File: src/source/alut_pkg.sv
// alut sizes, register map, table/frame/request structs and address hash function
`default_nettype none

package alut_pkg;

   // ----------------------------------------------------------
   // sizes
   // ----------------------------------------------------------
   localparam int unsigned alut_addr_w  = 48;   // mac address
   localparam int unsigned alut_time_w  = 32;   // timestamp
   localparam int unsigned alut_hash_w  = 8;    // table index
   localparam int unsigned alut_depth   = 256;  // entries, one per hash value
   localparam int unsigned alut_port_w  = 2;    // encoded source port
   localparam int unsigned alut_dport_w = 5;    // dest mask, bit 4 is the mac port

   localparam logic [1:0] alut_cmd_check = 2'b01;  // only command acted on
   localparam logic [alut_dport_w-1:0] alut_dport_rst = 5'h0F;
   localparam logic [alut_dport_w-1:0] alut_dport_mac = 5'h10;

   // ----------------------------------------------------------
   // apb register offsets
   // ----------------------------------------------------------
   localparam logic [7:0] alut_reg_cmd      = 8'h00;
   localparam logic [7:0] alut_reg_status   = 8'h04;  // bit0 active, bit1 reused
   localparam logic [7:0] alut_reg_mac_lo   = 8'h08;
   localparam logic [7:0] alut_reg_mac_hi   = 8'h0C;
   localparam logic [7:0] alut_reg_daddr_lo = 8'h10;
   localparam logic [7:0] alut_reg_daddr_hi = 8'h14;
   localparam logic [7:0] alut_reg_saddr_lo = 8'h18;
   localparam logic [7:0] alut_reg_saddr_hi = 8'h1C;  // source port in 17:16
   localparam logic [7:0] alut_reg_dport    = 8'h20;
   localparam logic [7:0] alut_reg_inv_lo   = 8'h24;
   localparam logic [7:0] alut_reg_inv_hi   = 8'h28;  // evicted port in 17:16, read clears reused
   localparam logic [7:0] alut_reg_max_age  = 8'h2C;

   // table entry, valid in the top bit (83 bits)
   typedef struct packed {
      logic                   valid;
      logic [alut_time_w-1:0] last_time;  // time of last learn
      logic [alut_port_w-1:0] port;
      logic [alut_addr_w-1:0] addr;
   } alut_entry_t;

   typedef struct packed {
      logic [alut_addr_w-1:0] d_addr;   // address looked up
      logic [alut_addr_w-1:0] s_addr;   // address learned
      logic [alut_port_w-1:0] s_port;
   } alut_frame_t;

   typedef struct packed {
      logic                   write;
      logic [alut_hash_w-1:0] index;
      alut_entry_t            wr_entry;
   } alut_mem_req_t;

   typedef struct packed {
      logic                   req;        // one cycle pulse
      logic [alut_time_w-1:0] last_time;
   } alut_age_req_t;

   typedef struct packed {
      logic confirmed;  // answer present this cycle
      logic ok;         // entry still in date
   } alut_age_rsp_t;

   // xor of the six address bytes
   function automatic logic [alut_hash_w-1:0] alut_hash(input logic [alut_addr_w-1:0] addr);
      logic [alut_hash_w-1:0] h;
      h = '0;
      for (int i = 0; i < alut_addr_w / 8; i++)
         h ^= addr[i*8 +: 8];
      return h;
   endfunction

endpackage

`default_nettype wire

File: src/source/alut_apb_regs.sv
// alut apb register file, check command pulse, reused read-and-clear and busy write block
`timescale 1ns/1ps
`default_nettype none

module alut_apb_regs
(
   input  logic                               pclk12,
   input  logic                               n_p_reset12,
   input  logic                               psel,
   input  logic                               penable,
   input  logic                               pwrite,
   input  logic [7:0]                         paddr,
   input  logic [31:0]                        pwdata,
   input  logic                               active,        // check in progress
   input  logic [alut_pkg::alut_dport_w-1:0]  d_port,
   input  logic                               reused,
   input  logic [alut_pkg::alut_addr_w-1:0]   lst_inv_addr,
   input  logic [alut_pkg::alut_port_w-1:0]   lst_inv_port,
   output logic [31:0]                        prdata,
   output logic [1:0]                         command,       // one cycle after a cmd write
   output logic                               clear_reused,
   output logic [alut_pkg::alut_addr_w-1:0]   mac_addr,
   output alut_pkg::alut_frame_t              frame,
   output logic [alut_pkg::alut_time_w-1:0]   max_age
);

   import alut_pkg::*;

   logic wr_en;  // access phase write
   logic rd_en;  // access phase read

   assign wr_en = psel & penable & pwrite;
   assign rd_en = psel & penable & ~pwrite;

   // access phase lasts one cycle so this is already a single pulse
   assign clear_reused = rd_en & (paddr == alut_reg_inv_hi);

   // ----------------------------------------------------------
   // register writes
   // ----------------------------------------------------------
   always_ff @(posedge pclk12 or negedge n_p_reset12)
   begin
      if (!n_p_reset12)
      begin
         command  <= 2'b00;
         mac_addr <= '0;
         frame    <= '0;
         max_age  <= '1;  // everything in date
      end
      else
      begin
         command <= 2'b00;  // pulse only
         if (wr_en)
         begin
            case (paddr)
               alut_reg_cmd:
                  if (!active)
                     command <= pwdata[1:0];
               alut_reg_mac_lo:   mac_addr[31:0]            <= pwdata;
               alut_reg_mac_hi:   mac_addr[alut_addr_w-1:32] <= pwdata[15:0];
               alut_reg_daddr_lo:
                  if (!active)
                     frame.d_addr[31:0] <= pwdata;
               alut_reg_daddr_hi:
                  if (!active)
                     frame.d_addr[alut_addr_w-1:32] <= pwdata[15:0];
               alut_reg_saddr_lo:
                  if (!active)
                     frame.s_addr[31:0] <= pwdata;
               alut_reg_saddr_hi:
                  if (!active)
                  begin
                     frame.s_addr[alut_addr_w-1:32] <= pwdata[15:0];
                     frame.s_port                   <= pwdata[17:16];
                  end
               alut_reg_max_age:  max_age <= pwdata;
               default: ;  // read-only or unmapped
            endcase
         end
      end
   end

   // ----------------------------------------------------------
   // read mux, no wait states
   // ----------------------------------------------------------
   always_comb
   begin
      prdata = '0;
      case (paddr)
         alut_reg_status:   prdata = {30'd0, reused, active};
         alut_reg_mac_lo:   prdata = mac_addr[31:0];
         alut_reg_mac_hi:   prdata = {16'd0, mac_addr[alut_addr_w-1:32]};
         alut_reg_daddr_lo: prdata = frame.d_addr[31:0];
         alut_reg_daddr_hi: prdata = {16'd0, frame.d_addr[alut_addr_w-1:32]};
         alut_reg_saddr_lo: prdata = frame.s_addr[31:0];
         alut_reg_saddr_hi: prdata = {14'd0, frame.s_port, frame.s_addr[alut_addr_w-1:32]};
         alut_reg_dport:    prdata = {27'd0, d_port};
         alut_reg_inv_lo:   prdata = lst_inv_addr[31:0];
         alut_reg_inv_hi:   prdata = {14'd0, lst_inv_port, lst_inv_addr[alut_addr_w-1:32]};
         alut_reg_max_age:  prdata = max_age;
         default:           prdata = '0;  // cmd reads back zero
      endcase
   end

endmodule

`default_nettype wire

File: config.mk
export PLATFORM = sky130hd
export DESIGN_NAME = alut_apb_regs
export DESIGN_NICKNAME = d
export VERILOG_FILES = /design/src/source/alut_pkg.sv /design/src/source/alut_apb_regs.sv
export SDC_FILE = /design/constraint.sdc
export NUM_CORES = 1
export LEC_CHECK = 0
export ABC_AREA = 1
export CORE_MARGIN = 1
export CORE_UTILIZATION = 40
export DETAILED_ROUTE_END_ITERATION = 16
export DONT_BUFFER_PORTS = 1
export PLACE_DENSITY_LB_ADDON = 0.05
export SYNTH_ARGS = -nofsm -noshare
export SYNTH_HDL_FRONTEND = slang
export SYNTH_SLANG_ARGS = --single-unit
File: constraint.sdc
create_clock -name pclk12 -period 2.9 [get_ports pclk12]
set_input_delay 0.435 -clock pclk12 [delete_from_list [all_inputs] [get_ports pclk12]]
set_output_delay 0.435 -clock pclk12 [all_outputs]
set_load 0.01 [all_outputs]
==> results.yml <==
cts:
  root_cell_of_the_clock_tree: "clkbuf_16"
  cts_inserted_buffers: 17
  tritoncts: "yes"
  cts.reportedPaths.clkPinSlew_ps: 80
  cts_max_level: 4
  setup_fix_buffers_added_after_clock_tree_synthesis: 0
  clk_latency_ps: 420
  ctsLongestPathBuffers: 2
  cts_sinks: 180
sta:
  timing.hold.ws_ps: -302
  min_period_ps: 2240
  worst_slew_pin_slew_ps: 757
  report.final.setup_viol: 0
  slew_violations: 0
  finalHoldViolCount: 154
  achievable-frequency_mhz: 445
  skew_ps: 0
  grt_setup_unrepaired: "false"
  post_route_fraction_of_the_period_consumed_by_the_critical_path_pct: 77.4
  timing.setup.tns_ps: 0
  maxSlewHeadroom_pct: 49.4
route:
  via_count: 7377
  ant_nets: 0
  avgViaCountPerCell: 5.21
  detail_route.first_pass.iterations: 5
  drt_first_iter_violations: 547
  wire_per_inst_um: 20.8
  drt_drc_violations_left: 0
  wirelength_um: 29500
run_status:
  outcome: "finished with violations"
  violations: "negative hold slack"
grt:
  globalRouteOverflowTotal: 0
  vias_in_the_first_global_route: 7040
  grt_start_max_net_pins: 181
  global_route_wire_length_before_repair_um: 44800
  grtUsageTotal_pct: 25.2
  initial_antenna_violation_count: 0
placed_design:
  place.gp.congestion: 0.860
  dpl.cell_count: 1383
  place_hpwl_um: 20100
  placement.io_buffers: 0
  placedInstanceArea_um2: 9320
critical_path:
  crit_path_start: "paddr[0]"
  cp_slowest_stage_delay_ps: 390
  crit_path_frequent_cell: "nand3_1"
  critical_path.startpoint_type: "primary input"
  arrival_ps: 1810
  worst-setup-path-type: "in -> out"
  rr_endpoint: "max_age[0]"
  setup.worst_path.end_class: "output port"
  worst_ep_required_time_ps: 2470
  crit_chain: "inv_1 > nand2_2 > nor2_4 > buf_4 > nand3_1 > nand2_1 > nor2_1 > nand3_1"
  setup.reg_to_reg.worst_slack_ps: 2060
  reg2regPathDepth: 2
  critPathSlowestCell: "nor2_4"
  critical_path_peak_fanout: 21
  timing.rr.start: "max_age[0]"
logic_synthesis:
  synth_cells: 1140
  syn_avg_cell_area_um2: 8.12
  number_of_flip_flops_and_latches_in_the_synthesized_netlist: 180
  yosysUniqueCellTypes: 23
  synth_seq_area_share_pct: 49.1
  yosysWarningCount: 0
  synth_top_area_cell: "dfrtp_1"
  synthDominantCellAreaShare_pct: 40.0
  synth_area_um2: 9260
  netlist_top_cells_area: "dfrtp_1 40%, nand2_1 16%, dfstp_2 9.1%"
  syn-num-nets: 1242
floorplan:
  floorplan.initialDensity_pct: 40.9
  die_area_um2: 23800
  fp-row-count: 55
  num_io_pins: 315
  die_h_um: 154
  core_um2: 22600
  die_w_um: 154
pwr:
  vdd_ir_drop_max_mv: 0.360
  power-per-cell-area_nw_per_um2: 505
  static-leakage-power_nw: 4.82
flow_run:
  max_cap_viol_count: 0
final_layout:
  layout-drive-gt1-share_pct: 16.4
  fin_nets: 1219
  final_area_um2: 9880
  finalNonFillerCells: 1415
  antenna_cells_inserted: 0
  fin_util_pct: 43.6
  signed_area_change_from_the_synthesized_netlist_to_the_final_layout_pct: 6.74
hold_path:
  min_path_type: "in -> async"
[state kept, by name, indices dropped and copies added (netlist names)]
name      count
command       2
frame        98
mac_addr     48
max_age      32
[through the flow]
stage / power, mW / setup WS [ps]
global placement: 2.80 / 693
finish: 4.99 / 655
CTS: 5.06 / 650
global route: 5.17 / 541
floorplan: 2.75 / 1100
detailed placement: 2.80 / 662
[power breakdown]
group / switching (mW) / internal [mW] / total (mW)
logic: 0.126 / 0.0380 / 0.164
registers: 0.0466 / 2.54 / 2.59
clock network: 1.09 / 1.15 / 2.24
total: 1.26 / 3.73 / 4.99
[per-layer routing]
| metal | up-vias | wire, um | global-route usage (%) |
|---|---|---|---|
| li1 | 3627 | - | - |
| met1 | 3461 | 12700 | 31.5 |
| met2 | 255 | 14100 | 42.2 |
| met3 | 34 | 1920 | 6.43 |
| met4 | 0 | 728 | 9.10 |
| met5 | - | 0 | 0 |
[cell usage in the layout, fill, tap and decap left out, drive strengths merged]
cell | synthesis | final
clkinvlp | 0 | 5
clkinv | 0 | 1
nand3 | 135 | 135
dfrtp | 148 | 148
inv | 70 | 77
o21ai | 178 | 178
buf | 62 | 21
nand2 | 427 | 427
dfstp | 32 | 32
and3 | 2 | 2
nor3 | 3 | 3
nor2 | 82 | 82
clkbuf | 1 | 19
[layout make-up]
class                   count  area [um^2]
repair buffers             21          183
flip-flops and latches    180         4540
clock inverters            13          115
inverters                  70          263
fillers                  2294        12800
multi-input cells         827         3980
well taps                 285          357
clock buffers              19          443
[critical path, delay by kind of cell]
family	cells	cell delay, ps
buf+inv	2	420
simple gates	6	940
[cells by family after synthesis]
group	after synthesis	synth area share [%]
simple gates	649	31.3
buf+inv	133	8.08
flops	180	49.1
compound gates	178	11.5
[timing repair]
action	in CTS	in global routing
gates resized for setup	0	0
setup endpoints to repair	0	0
endpoints found under the hold margin	180	180
[how the worst max path moves through the flow]
stage          slack [ps]    endpoint  cells after the start
5_1_grt               540   prdata[0]                      8
3_5_place_dp          660   prdata[0]                      8
3_3_place_gp          690   prdata[0]                      8
6_report              660   prdata[0]                      8
4_1_cts               650   prdata[0]                      8
2_1_floorplan        1100  prdata[10]                      8
[Yosys cell counts]
library cell and instances:
nor3_1 3, dfstp_2 32, nand3_4 3, clkbuf_2 1
and3_1 2, buf_6 26, nand2_8 1, nor2_2 2
nand3_2 3, nand3_1 129, nand2_2 25, nor2_8 4
o21ai_2 47, nor2_1 67, inv_1 66, inv_2 4
nand2_4 2, nor2_4 9, buf_4 3, nand2_1 399
buf_2 33, dfrtp_1 148, o21ai_1 131
Note: power is estimated with default switching activity, not from simulation.
